[src/hdl/rv32i_isa_pkg.sv]
// Opcodes, ALU operations and instruction formats of RV32I, imported by the core and the testbench
`default_nettype none

package rv32i_isa_pkg;

  typedef logic [31:0] word_t;
  typedef logic [4:0]  reg_addr_t;

  typedef enum logic [6:0] {
    OP_R       = 7'b0110011,
    OP_I_ARITH = 7'b0010011,
    OP_LOAD    = 7'b0000011,
    OP_JALR    = 7'b1100111,
    OP_STORE   = 7'b0100011,
    OP_BRANCH  = 7'b1100011,
    OP_LUI     = 7'b0110111,
    OP_JAL     = 7'b1101111
  } opcode_e;

  typedef enum logic [2:0] {
    ALU_ADD, ALU_SUB, ALU_AND, ALU_OR, ALU_XOR, ALU_SLL
  } alu_op_e;

  // Only the branch conditions this core implements
  typedef enum logic [2:0] {
    F3_BEQ  = 3'b000,
    F3_BNE  = 3'b001,
    F3_BLT  = 3'b100,
    F3_BGEU = 3'b111
  } branch_f3_e;

  typedef struct packed {
    logic [6:0] funct7;
    reg_addr_t  rs2;
    reg_addr_t  rs1;
    logic [2:0] funct3;
    reg_addr_t  rd;
    opcode_e    opcode;
  } r_fmt_t;

  typedef struct packed {
    logic [11:0] imm_11_0;
    reg_addr_t   rs1;
    logic [2:0]  funct3;
    reg_addr_t   rd;
    opcode_e     opcode;
  } i_fmt_t;

  typedef struct packed {
    logic [6:0] imm_11_5;
    reg_addr_t  rs2;
    reg_addr_t  rs1;
    logic [2:0] funct3;
    logic [4:0] imm_4_0;
    opcode_e    opcode;
  } s_fmt_t;

  typedef struct packed {
    logic       imm_12;
    logic [5:0] imm_10_5;
    reg_addr_t  rs2;
    reg_addr_t  rs1;
    logic [2:0] funct3;
    logic [3:0] imm_4_1;
    logic       imm_11;
    opcode_e    opcode;
  } b_fmt_t;

  typedef struct packed {
    logic [19:0] imm_31_12;
    reg_addr_t   rd;
    opcode_e     opcode;
  } u_fmt_t;

  typedef struct packed {
    logic       imm_20;
    logic [9:0] imm_10_1;
    logic       imm_11;
    logic [7:0] imm_19_12;
    reg_addr_t  rd;
    opcode_e    opcode;
  } j_fmt_t;

  // Same 32-bit word seen through each encoding format
  typedef union packed {
    r_fmt_t r;
    i_fmt_t i;
    s_fmt_t s;
    b_fmt_t b;
    u_fmt_t u;
    j_fmt_t j;
  } inst_u;

endpackage

`default_nettype wire

[src/hdl/pipe_pkg.sv]
// Control bundle, ALU flags, forwarding selects and stage registers shared by the core's modules
`default_nettype none

package pipe_pkg;

  typedef struct packed {
    logic lui;
    logic alusrc;    // Immediate as second ALU operand
    logic branch;
    logic memwrite;
    logic jal;
    logic jalr;
    logic memtoreg;  // Also marks a load for the hazard check
    logic regwrite;
  } ctrl_t;

  typedef struct packed {
    logic n;
    logic z;
    logic c;  // Set when a - b does not borrow
    logic v;
  } alu_flags_t;

  typedef enum logic [1:0] {
    FWD_NONE,
    FWD_FROM_MEM,
    FWD_FROM_WB
  } fwd_sel_e;

  typedef struct packed {
    rv32i_isa_pkg::word_t     pc;
    rv32i_isa_pkg::reg_addr_t rd;
    rv32i_isa_pkg::reg_addr_t rs1;
    rv32i_isa_pkg::reg_addr_t rs2;
    rv32i_isa_pkg::word_t     rs1_data;
    rv32i_isa_pkg::word_t     rs2_data;
    rv32i_isa_pkg::word_t     imm;     // Already picked by format in decode
    logic [2:0]               funct3;
    rv32i_isa_pkg::alu_op_e   alu_op;
    ctrl_t                    ctrl;
  } id_ex_t;

  typedef struct packed {
    rv32i_isa_pkg::word_t     pc;
    rv32i_isa_pkg::reg_addr_t rd;
    rv32i_isa_pkg::word_t     alu_result;
    rv32i_isa_pkg::word_t     store_data;
    ctrl_t                    ctrl;
  } ex_mem_t;

  typedef struct packed {
    rv32i_isa_pkg::word_t     pc;
    rv32i_isa_pkg::reg_addr_t rd;
    rv32i_isa_pkg::word_t     alu_result;
    rv32i_isa_pkg::word_t     load_data;
    ctrl_t                    ctrl;
  } mem_wb_t;

endpackage

`default_nettype wire

[src/hdl/control_decoder.sv]
// Decode-stage instruction decoder producing the control bundle and ALU operation
`timescale 1ns/1ps
`default_nettype none

module control_decoder (
  input  rv32i_isa_pkg::inst_u   i_inst,
  output pipe_pkg::ctrl_t        o_ctrl,
  output rv32i_isa_pkg::alu_op_e o_alu_op
);

  import rv32i_isa_pkg::*;

  // Main decode
  always_comb
  begin
    o_ctrl = '0;  // Unknown opcodes stay all zero
    case (i_inst.r.opcode)
      OP_R:
        o_ctrl.regwrite = 1'b1;
      OP_I_ARITH:
      begin
        o_ctrl.alusrc   = 1'b1;
        o_ctrl.regwrite = 1'b1;
      end
      OP_LOAD:
      begin
        o_ctrl.alusrc   = 1'b1;
        o_ctrl.memtoreg = 1'b1;
        o_ctrl.regwrite = 1'b1;
      end
      OP_JALR:
      begin
        o_ctrl.alusrc   = 1'b1;  // Target is rs1 + imm from the ALU
        o_ctrl.jalr     = 1'b1;
        o_ctrl.regwrite = 1'b1;
      end
      OP_STORE:
      begin
        o_ctrl.alusrc   = 1'b1;
        o_ctrl.memwrite = 1'b1;
      end
      OP_BRANCH:
        o_ctrl.branch = 1'b1;
      OP_LUI:
      begin
        o_ctrl.lui      = 1'b1;
        o_ctrl.alusrc   = 1'b1;
        o_ctrl.regwrite = 1'b1;
      end
      OP_JAL:
      begin
        o_ctrl.jal      = 1'b1;
        o_ctrl.regwrite = 1'b1;
      end
      default: ;
    endcase
  end

  // ALU decode
  always_comb
  begin
    o_alu_op = ALU_ADD;  // Address and lui paths
    case (i_inst.r.opcode)
      OP_R:
        case ({i_inst.r.funct7, i_inst.r.funct3})
          10'b0100000_000: o_alu_op = ALU_SUB;
          10'b0000000_111: o_alu_op = ALU_AND;
          10'b0000000_110: o_alu_op = ALU_OR;
          10'b0000000_100: o_alu_op = ALU_XOR;
          10'b0000000_001: o_alu_op = ALU_SLL;
          default:         o_alu_op = ALU_ADD;
        endcase
      OP_I_ARITH:
        case (i_inst.i.funct3)
          3'b111:  o_alu_op = ALU_AND;
          3'b110:  o_alu_op = ALU_OR;
          3'b100:  o_alu_op = ALU_XOR;
          3'b001:  o_alu_op = ALU_SLL;  // slli
          default: o_alu_op = ALU_ADD;
        endcase
      OP_BRANCH:
        o_alu_op = ALU_SUB;  // Compare through the flags
      default: ;
    endcase
  end

endmodule

`default_nettype wire

[src/hdl/regfile.sv]
// Integer register file with two read ports and write-through for the decode stage
`timescale 1ns/1ps
`default_nettype none

module regfile (
  input  logic                     clk,
  input  logic                     reset,
  input  logic                     i_we,
  input  rv32i_isa_pkg::reg_addr_t i_rs1,
  input  rv32i_isa_pkg::reg_addr_t i_rs2,
  input  rv32i_isa_pkg::reg_addr_t i_rd,
  input  rv32i_isa_pkg::word_t     i_rd_data,
  output rv32i_isa_pkg::word_t     o_rs1_data,
  output rv32i_isa_pkg::word_t     o_rs2_data
);

  import rv32i_isa_pkg::*;

  word_t regs [1:31];  // x0 has no storage

  always_ff @(posedge clk or posedge reset)
  begin
    if (reset)
    begin
      for (int idx = 1; idx < 32; idx++)
        regs[idx] <= '0;
    end
    else if (i_we && (i_rd != '0))
      regs[i_rd] <= i_rd_data;
  end

  // A register written this cycle reads back as its new value
  function automatic word_t read_port(input reg_addr_t addr);
    if (addr == '0)
      return '0;
    else if (i_we && (i_rd == addr))
      return i_rd_data;
    else
      return regs[addr];
  endfunction

  always_comb
  begin
    o_rs1_data = read_port(i_rs1);
    o_rs2_data = read_port(i_rs2);
  end

endmodule

`default_nettype wire

[src/hdl/alu.sv]
// Execute-stage ALU computing the result and the compare flags
`timescale 1ns/1ps
`default_nettype none

module alu (
  input  rv32i_isa_pkg::word_t    i_a,
  input  rv32i_isa_pkg::word_t    i_b,
  input  rv32i_isa_pkg::alu_op_e  i_op,
  output rv32i_isa_pkg::word_t    o_result,
  output pipe_pkg::alu_flags_t    o_flags
);

  import rv32i_isa_pkg::*;

  logic [32:0] diff;  // Bit 32 is the carry out of a + ~b + 1

  assign diff = {1'b0, i_a} + {1'b0, ~i_b} + 33'd1;

  always_comb
  begin
    case (i_op)
      ALU_SUB: o_result = diff[31:0];
      ALU_AND: o_result = i_a & i_b;
      ALU_OR:  o_result = i_a | i_b;
      ALU_XOR: o_result = i_a ^ i_b;
      ALU_SLL: o_result = i_a << i_b[4:0];
      default: o_result = i_a + i_b;
    endcase
  end

  // Flags always describe a - b
  assign o_flags.n = diff[31];
  assign o_flags.z = (diff[31:0] == '0);
  assign o_flags.c = diff[32];
  assign o_flags.v = (i_a[31] ^ i_b[31]) & (diff[31] ^ i_a[31]);  // Signs differ and result flipped

endmodule

`default_nettype wire

[src/hdl/hazard_unit.sv]
// Hazard unit of the core that gives the load-use stall, the flush and the forwarding selects
`timescale 1ns/1ps
`default_nettype none

module hazard_unit (
  input  rv32i_isa_pkg::reg_addr_t i_id_rs1,
  input  rv32i_isa_pkg::reg_addr_t i_id_rs2,
  input  pipe_pkg::id_ex_t         i_id_ex,
  input  pipe_pkg::ex_mem_t        i_ex_mem,
  input  pipe_pkg::mem_wb_t        i_mem_wb,
  input  logic                     i_redirect,
  output logic                     o_stall,
  output logic                     o_flush,
  output pipe_pkg::fwd_sel_e       o_fwd_a,
  output pipe_pkg::fwd_sel_e       o_fwd_b
);

  import rv32i_isa_pkg::*;
  import pipe_pkg::*;

  logic id_ex_load;

  assign id_ex_load = i_id_ex.ctrl.memtoreg && (i_id_ex.rd != '0);

  // Load in execute feeding the instruction in decode
  assign o_stall = id_ex_load && ((i_id_ex.rd == i_id_rs1) || (i_id_ex.rd == i_id_rs2));

  assign o_flush = i_redirect;  // Branch or jump resolved in execute

  // Younger result in memory wins over writeback
  function automatic fwd_sel_e fwd_select(
    input reg_addr_t src,
    input ex_mem_t   ex_mem,
    input mem_wb_t   mem_wb
  );
    if (ex_mem.ctrl.regwrite && (ex_mem.rd != '0) && (ex_mem.rd == src))
      return FWD_FROM_MEM;
    else if (mem_wb.ctrl.regwrite && (mem_wb.rd != '0) && (mem_wb.rd == src))
      return FWD_FROM_WB;
    else
      return FWD_NONE;
  endfunction

  always_comb
  begin
    o_fwd_a = fwd_select(i_id_ex.rs1, i_ex_mem, i_mem_wb);
    o_fwd_b = fwd_select(i_id_ex.rs2, i_ex_mem, i_mem_wb);
  end

endmodule

`default_nettype wire

[src/hdl/rv32i_cpu.sv]
// Top level of the five-stage RV32I core; connect instruction ROM and data memory to its ports
`timescale 1ns/1ps
`default_nettype none

module rv32i_cpu #(
  parameter rv32i_isa_pkg::word_t RESET_PC = 32'h0000_0000
) (
  input  logic                 clk,
  input  logic                 reset,
  input  rv32i_isa_pkg::word_t i_inst,
  input  rv32i_isa_pkg::word_t i_mem_rdata,
  output rv32i_isa_pkg::word_t o_pc,
  output rv32i_isa_pkg::word_t o_mem_addr,
  output rv32i_isa_pkg::word_t o_mem_wdata,
  output logic                 o_mem_write
);

  import rv32i_isa_pkg::*;
  import pipe_pkg::*;

  word_t      pc;
  inst_u      if_id_inst;
  word_t      if_id_pc;
  ctrl_t      dec_ctrl;
  alu_op_e    dec_alu_op;
  word_t      dec_imm;
  word_t      rs1_data;
  word_t      rs2_data;
  id_ex_t     id_ex;
  id_ex_t     id_ex_next;
  ex_mem_t    ex_mem;
  ex_mem_t    ex_mem_next;
  mem_wb_t    mem_wb;
  mem_wb_t    mem_wb_next;
  logic       stall;
  logic       flush;
  fwd_sel_e   fwd_a;
  fwd_sel_e   fwd_b;
  word_t      fwd_a_data;
  word_t      fwd_b_data;
  word_t      alu_a;
  word_t      alu_b;
  word_t      alu_result;
  alu_flags_t alu_flags;
  logic       branch_cond;
  logic       redirect;
  word_t      redirect_target;
  word_t      wb_data;

  assign o_pc = pc;

  // Fetch
  always_ff @(posedge clk or posedge reset)
  begin
    if (reset)
      pc <= RESET_PC;
    else if (flush)
      pc <= redirect_target;
    else if (!stall)
      pc <= pc + 32'd4;
  end

  always_ff @(posedge clk or posedge reset)
  begin
    if (reset)
    begin
      if_id_inst <= '0;
      if_id_pc   <= '0;
    end
    else if (flush)
      if_id_inst <= '0;  // Opcode zero decodes to an empty ctrl
    else if (!stall)
    begin
      if_id_inst <= i_inst;
      if_id_pc   <= pc;
    end
  end

  // Decode
  control_decoder u_control_decoder (
    .i_inst   (if_id_inst),
    .o_ctrl   (dec_ctrl),
    .o_alu_op (dec_alu_op)
  );

  regfile u_regfile (
    .clk        (clk),
    .reset      (reset),
    .i_we       (mem_wb.ctrl.regwrite),
    .i_rs1      (if_id_inst.r.rs1),
    .i_rs2      (if_id_inst.r.rs2),
    .i_rd       (mem_wb.rd),
    .i_rd_data  (wb_data),
    .o_rs1_data (rs1_data),
    .o_rs2_data (rs2_data)
  );

  // Immediate by encoding format
  always_comb
  begin
    case (if_id_inst.r.opcode)
      OP_I_ARITH, OP_LOAD, OP_JALR:
        dec_imm = {{20{if_id_inst.i.imm_11_0[11]}}, if_id_inst.i.imm_11_0};
      OP_STORE:
        dec_imm = {{20{if_id_inst.s.imm_11_5[6]}}, if_id_inst.s.imm_11_5, if_id_inst.s.imm_4_0};
      OP_BRANCH:
        dec_imm = {{19{if_id_inst.b.imm_12}}, if_id_inst.b.imm_12, if_id_inst.b.imm_11,
                   if_id_inst.b.imm_10_5, if_id_inst.b.imm_4_1, 1'b0};
      OP_LUI:
        dec_imm = {if_id_inst.u.imm_31_12, 12'b0};
      OP_JAL:
        dec_imm = {{11{if_id_inst.j.imm_20}}, if_id_inst.j.imm_20, if_id_inst.j.imm_19_12,
                   if_id_inst.j.imm_11, if_id_inst.j.imm_10_1, 1'b0};
      default:
        dec_imm = '0;
    endcase
  end

  always_comb
  begin
    id_ex_next.pc       = if_id_pc;
    id_ex_next.rd       = if_id_inst.r.rd;
    id_ex_next.rs1      = if_id_inst.r.rs1;
    id_ex_next.rs2      = if_id_inst.r.rs2;
    id_ex_next.rs1_data = rs1_data;
    id_ex_next.rs2_data = rs2_data;
    id_ex_next.imm      = dec_imm;
    id_ex_next.funct3   = if_id_inst.r.funct3;
    id_ex_next.alu_op   = dec_alu_op;
    id_ex_next.ctrl     = (stall || flush) ? '0 : dec_ctrl;  // Bubble
  end

  hazard_unit u_hazard_unit (
    .i_id_rs1   (if_id_inst.r.rs1),
    .i_id_rs2   (if_id_inst.r.rs2),
    .i_id_ex    (id_ex),
    .i_ex_mem   (ex_mem),
    .i_mem_wb   (mem_wb),
    .i_redirect (redirect),
    .o_stall    (stall),
    .o_flush    (flush),
    .o_fwd_a    (fwd_a),
    .o_fwd_b    (fwd_b)
  );

  // Execute
  function automatic word_t fwd_mux(
    input fwd_sel_e sel,
    input word_t    mem_data,
    input word_t    wb_val,
    input word_t    reg_data
  );
    case (sel)
      FWD_FROM_MEM: return mem_data;
      FWD_FROM_WB:  return wb_val;
      default:      return reg_data;
    endcase
  endfunction

  always_comb
  begin
    fwd_a_data = fwd_mux(fwd_a, ex_mem.alu_result, wb_data, id_ex.rs1_data);
    fwd_b_data = fwd_mux(fwd_b, ex_mem.alu_result, wb_data, id_ex.rs2_data);
  end

  assign alu_a = id_ex.ctrl.lui ? '0 : fwd_a_data;
  assign alu_b = id_ex.ctrl.alusrc ? id_ex.imm : fwd_b_data;

  alu u_alu (
    .i_a      (alu_a),
    .i_b      (alu_b),
    .i_op     (id_ex.alu_op),
    .o_result (alu_result),
    .o_flags  (alu_flags)
  );

  always_comb
  begin
    case (id_ex.funct3)
      F3_BEQ:  branch_cond = alu_flags.z;
      F3_BNE:  branch_cond = !alu_flags.z;
      F3_BLT:  branch_cond = alu_flags.n ^ alu_flags.v;
      F3_BGEU: branch_cond = alu_flags.c;
      default: branch_cond = 1'b0;
    endcase
  end

  assign redirect = (id_ex.ctrl.branch && branch_cond) || id_ex.ctrl.jal || id_ex.ctrl.jalr;
  assign redirect_target = id_ex.ctrl.jalr ? {alu_result[31:1], 1'b0} : id_ex.pc + id_ex.imm;

  always_comb
  begin
    ex_mem_next.pc         = id_ex.pc;
    ex_mem_next.rd         = id_ex.rd;
    ex_mem_next.alu_result = alu_result;
    ex_mem_next.store_data = fwd_b_data;
    ex_mem_next.ctrl       = id_ex.ctrl;
  end

  // Memory
  assign o_mem_addr  = ex_mem.alu_result;
  assign o_mem_wdata = ex_mem.store_data;
  assign o_mem_write = ex_mem.ctrl.memwrite;

  always_comb
  begin
    mem_wb_next.pc         = ex_mem.pc;
    mem_wb_next.rd         = ex_mem.rd;
    mem_wb_next.alu_result = ex_mem.alu_result;
    mem_wb_next.load_data  = i_mem_rdata;
    mem_wb_next.ctrl       = ex_mem.ctrl;
  end

  always_ff @(posedge clk or posedge reset)
  begin
    if (reset)
    begin
      id_ex  <= '0;
      ex_mem <= '0;
      mem_wb <= '0;
    end
    else
    begin
      id_ex  <= id_ex_next;
      ex_mem <= ex_mem_next;
      mem_wb <= mem_wb_next;
    end
  end

  // Writeback
  always_comb
  begin
    if (mem_wb.ctrl.jal || mem_wb.ctrl.jalr)
      wb_data = mem_wb.pc + 32'd4;  // Link address
    else if (mem_wb.ctrl.memtoreg)
      wb_data = mem_wb.load_data;
    else
      wb_data = mem_wb.alu_result;
  end

endmodule

`default_nettype wire

[config.mk]
export PLATFORM = sky130hd
export DESIGN_NAME = rv32i_cpu
export DESIGN_NICKNAME = d
export VERILOG_FILES = /design/src/hdl/rv32i_isa_pkg.sv /design/src/hdl/pipe_pkg.sv /design/src/hdl/control_decoder.sv /design/src/hdl/regfile.sv /design/src/hdl/alu.sv /design/src/hdl/hazard_unit.sv /design/src/hdl/rv32i_cpu.sv
export SDC_FILE = /design/constraint.sdc
export NUM_CORES = 2
export LEC_CHECK = 0
export BUFFER_PORTS_ARGS = -buffer_cell sky130_fd_sc_hd__buf_2
export CAP_MARGIN = 20
export CORE_ASPECT_RATIO = 0.8
export CORE_MARGIN = 8
export CORE_UTILIZATION = 40
export CTS_CLUSTER_DIAMETER = 50
export DETAILED_ROUTE_END_ITERATION = 8
export GPL_TIMING_DRIVEN = 0
export SLEW_MARGIN = 30
export SYNTH_ARGS = -nofsm -noshare
export SYNTH_HDL_FRONTEND = slang
export SYNTH_SLANG_ARGS = --single-unit
[constraint.sdc]
create_clock -name clk -period 47 [get_ports clk]
set_input_delay 2.35 -clock clk [delete_from_list [all_inputs] [get_ports clk]]
set_output_delay 2.35 -clock clk [all_outputs]
set_load 0.01 [all_outputs]
==> flow_summary.toml <==
[timing]
setup_viol = 0
hold_violations = 0
final_max_slew_viol_count = 0
finalCriticalPeriod_ns = 13.04
tightest_slew_ns = 1.18
fmax_ghz = 0.0767
max_slew_margin = 0.193
min_period_over_period = 0.277
grt_setup_unrepaired = "false"
totalNegativeSetupSlack_ns = 0
clock_skew_ns = 0.0557
holdWs_ns = 0.327

[route]
wl_mm = 366
ant_nets = 0
drcViolationCount = 0
dr.pass1.iters = 9
first_iter_violations = 10500
dr_wl_met2_mm = 142
via_per_inst = 6.48
vias = 69200
routed.top_layer = "met5"
wl_met1_mm = 152
wl_per_cell_um = 34.3
wl_met3_mm = 54.3

[job]
max_cap_viol_count = 0

[logic_synthesis]
syn_area_per_cell_sq_um = 10.7
synth_most_common_cell = "dfrtp_1"
yosysSeqAreaShare = 0.458
ys_top_cells_by_area = "dfrtp_1, mux4_2, o21ai_0"
synthArstFlopShare = 1.00
yosysTopAreaCell = "dfrtp_1"
syn_area_sq_um = 79500
yosysWarnings = 0
yosys.cell_types.count = 107
yosys.area.top_type_share = 0.458
syn-instance-count = 7451
synth.net_count = 7651
synth_seq_cells = 1456
synth_flop_cell = "dfrtp_1"
synth_edf_count = 0
synth_commonest_cells = "dfrtp_1, nand2_1, o21ai_0, mux4_2, clkbuf_1"

[clock_tree]
cts_buffer_depth = 3
cts_setup_buffers = 0
cts_resized = 0
cts_tree = "yes"
cts_root_buf = "clkbuf_16"
htree_levels = 4
hold_buffers = 0
path_clk_slew_ns = 0.06
clock-sinks = 1456
clk_latency_ns = 0.85
cts_buffers = 171

[global_route]
grt_pass1_wl_mm = 511
grt.overflow.total = 0
grt_max_degree = 97
grt_pass1_vias = 66100
antenna_found_initial = 31
grtUsageTotal = 0.334

[min_path]
holdCritPathClass = "flip-flop to flip-flop"

[pwr]
irDropWorstVdd_mv = 0.0358
leakagePower_nw = 39.6
power.density_nw_per_um2 = 33.1

[floorplanning]
die_area_sq_um = 213000
ioPinCount = 163
coreArea_sq_um = 198000
dieHeight_um = 415
die_x_um = 514
start_util = 0.402
core.rowCount = 146

[placement]
port_buffers = 162
dpl.hpwl_mm = 287
gp_congestion = 1.04

[worst_setup_path]
cpMaxStageDelayCell = "buf_1"
cp.required_ns = 47.70
criticalPathCategory = "flip-flop to flip-flop"
crit_fanout = 10
crit_path_max_incr_delay_ns = 0.80
critPathLaunchType = "flip-flop"
crit_top_cell = "clkbuf_1"
worstPathArrival_ns = 13.75
crit_path_end_kind = "flip-flop"

[layout]
nNetsFinal = 8055
syn_to_final_growth_pct = 15.0
drive_above_1_share = 0.198
fin_util = 0.462

[status]
status = "completed"
-- flip-flops by register name, indices dropped and copies added (netlist names) --
name	flops
ex_mem	41
ex_mem_next	45
id_ex	112
if_id_inst	32
if_id_pc	32
mem_wb	105
o_mem_addr	32
o_mem_wdata	32
o_mem_write	1
o_pc	32
u_regfile.regs	992
-- cell families after synthesis --
logic type	synth area share
xor+xnor	0.0128
simple gates	0.106
mux	0.212
buf+inv	0.0442
flops	0.458
compound gates	0.145
fa+ha+maj	0.0215
-- through the flow --
stage	setup slack (ns)	std cells	total power, mW	area [sq um]
floorplan	3.59	7451	1.51	79500
global placement	-11.99	10300	1.63	83700
detailed placement	34.31	10300	1.65	85500
CTS	34.26	10700	3.02	91300
global route	33.42	10700	3.10	91400
finish	33.96	10700	3.02	91400
-- worst max-delay path, delay by kind of cell (launching register included) --
family	cells	cell delay, ns
AO/OA/AOI/OAI	11	3.95
adder cells (fa/ha/maj)	2	0.91
buffers and inverters	7	3.41
flip-flops	1	0.41
multiplexers	1	0.48
AND/OR/NAND/NOR	16	3.69
-- cell usage in the layout (no fill, tap or decap), types with 67 or more instances in the layout --
| cell type | Yosys | layout |
|---|---|---|
| clkbuf_2 | 0 | 82 |
| buf_2 | 37 | 243 |
| nor2_1 | 363 | 360 |
| a21oi_1 | 246 | 237 |
| mux4_2 | 577 | 577 |
| dfrtp_1 | 1456 | 1456 |
| clkbuf_1 | 518 | 478 |
| ha_1 | 130 | 130 |
| o21ai_0 | 1163 | 1157 |
| mux2_2 | 134 | 134 |
| mux2i_1 | 232 | 227 |
| xnor2_1 | 75 | 74 |
| buf_4 | 72 | 87 |
| nand2_1 | 1279 | 1279 |
| nor3_1 | 67 | 67 |
| clkbuf_16 | 0 | 173 |
| inv_1 | 137 | 136 |
-- area by class of cell --
cell class | instances | area, sq um
fill | 18300 | 106000
multi-input combinational | 5149 | 40000
sequential | 1456 | 36400
clock buffer | 235 | 4840
tap | 2664 | 3330
buffer | 701 | 3120
timing repair buffer | 231 | 2080
clock inverter | 77 | 980
inverter | 145 | 552
antenna | 20 | 50.0
-- path summary, 6_finish.rpt --
| check | slack, ns | startpoint | endpoint | cells after the start |
|---|---|---|---|---|
| max in group asynchronous | 42.49 | reset | ex_mem_next[84]$_DFF_PP0_ | 9 |
| min in group asynchronous | 1.43 | reset | u_regfile.regs[918]$_DFFE_PP0P_ | 2 |
| worst max register to register | 33.96 | mem_wb[3]$_DFF_PP0_ | if_id_inst[19]$_DFFE_PP0P_ | 37 |
| worst min-delay path | 0.33 | ex_mem[90]$_DFF_PP0_ | mem_wb[90]$_DFF_PP0_ | 0 |
| worst min register to register | 0.33 | ex_mem[90]$_DFF_PP0_ | mem_wb[90]$_DFF_PP0_ | 0 |
| worst max-delay path | 33.96 | mem_wb[3]$_DFF_PP0_ | if_id_inst[19]$_DFFE_PP0P_ | 37 |
-- power by group --
| part | leakage, nW | switching, mW | internal [mW] | total, mW |
|---|---|---|---|---|
| Combinational | 16.7 | 0.202 | 0.0995 | 0.301 |
| Clock | 2.86 | 0.592 | 0.794 | 1.39 |
| Sequential | 20.0 | 0.0446 | 1.29 | 1.34 |
| Total | 39.6 | 0.838 | 2.18 | 3.02 |
-- metal layers --
layer,global-route usage,vias to the layer above
li1,-,27800
met1,0.477,35700
met2,0.435,4825
met3,0.155,878
met4,0.125,27
met5,0.0135,-
No activity file was read; power rests on OpenSTA's default activity.
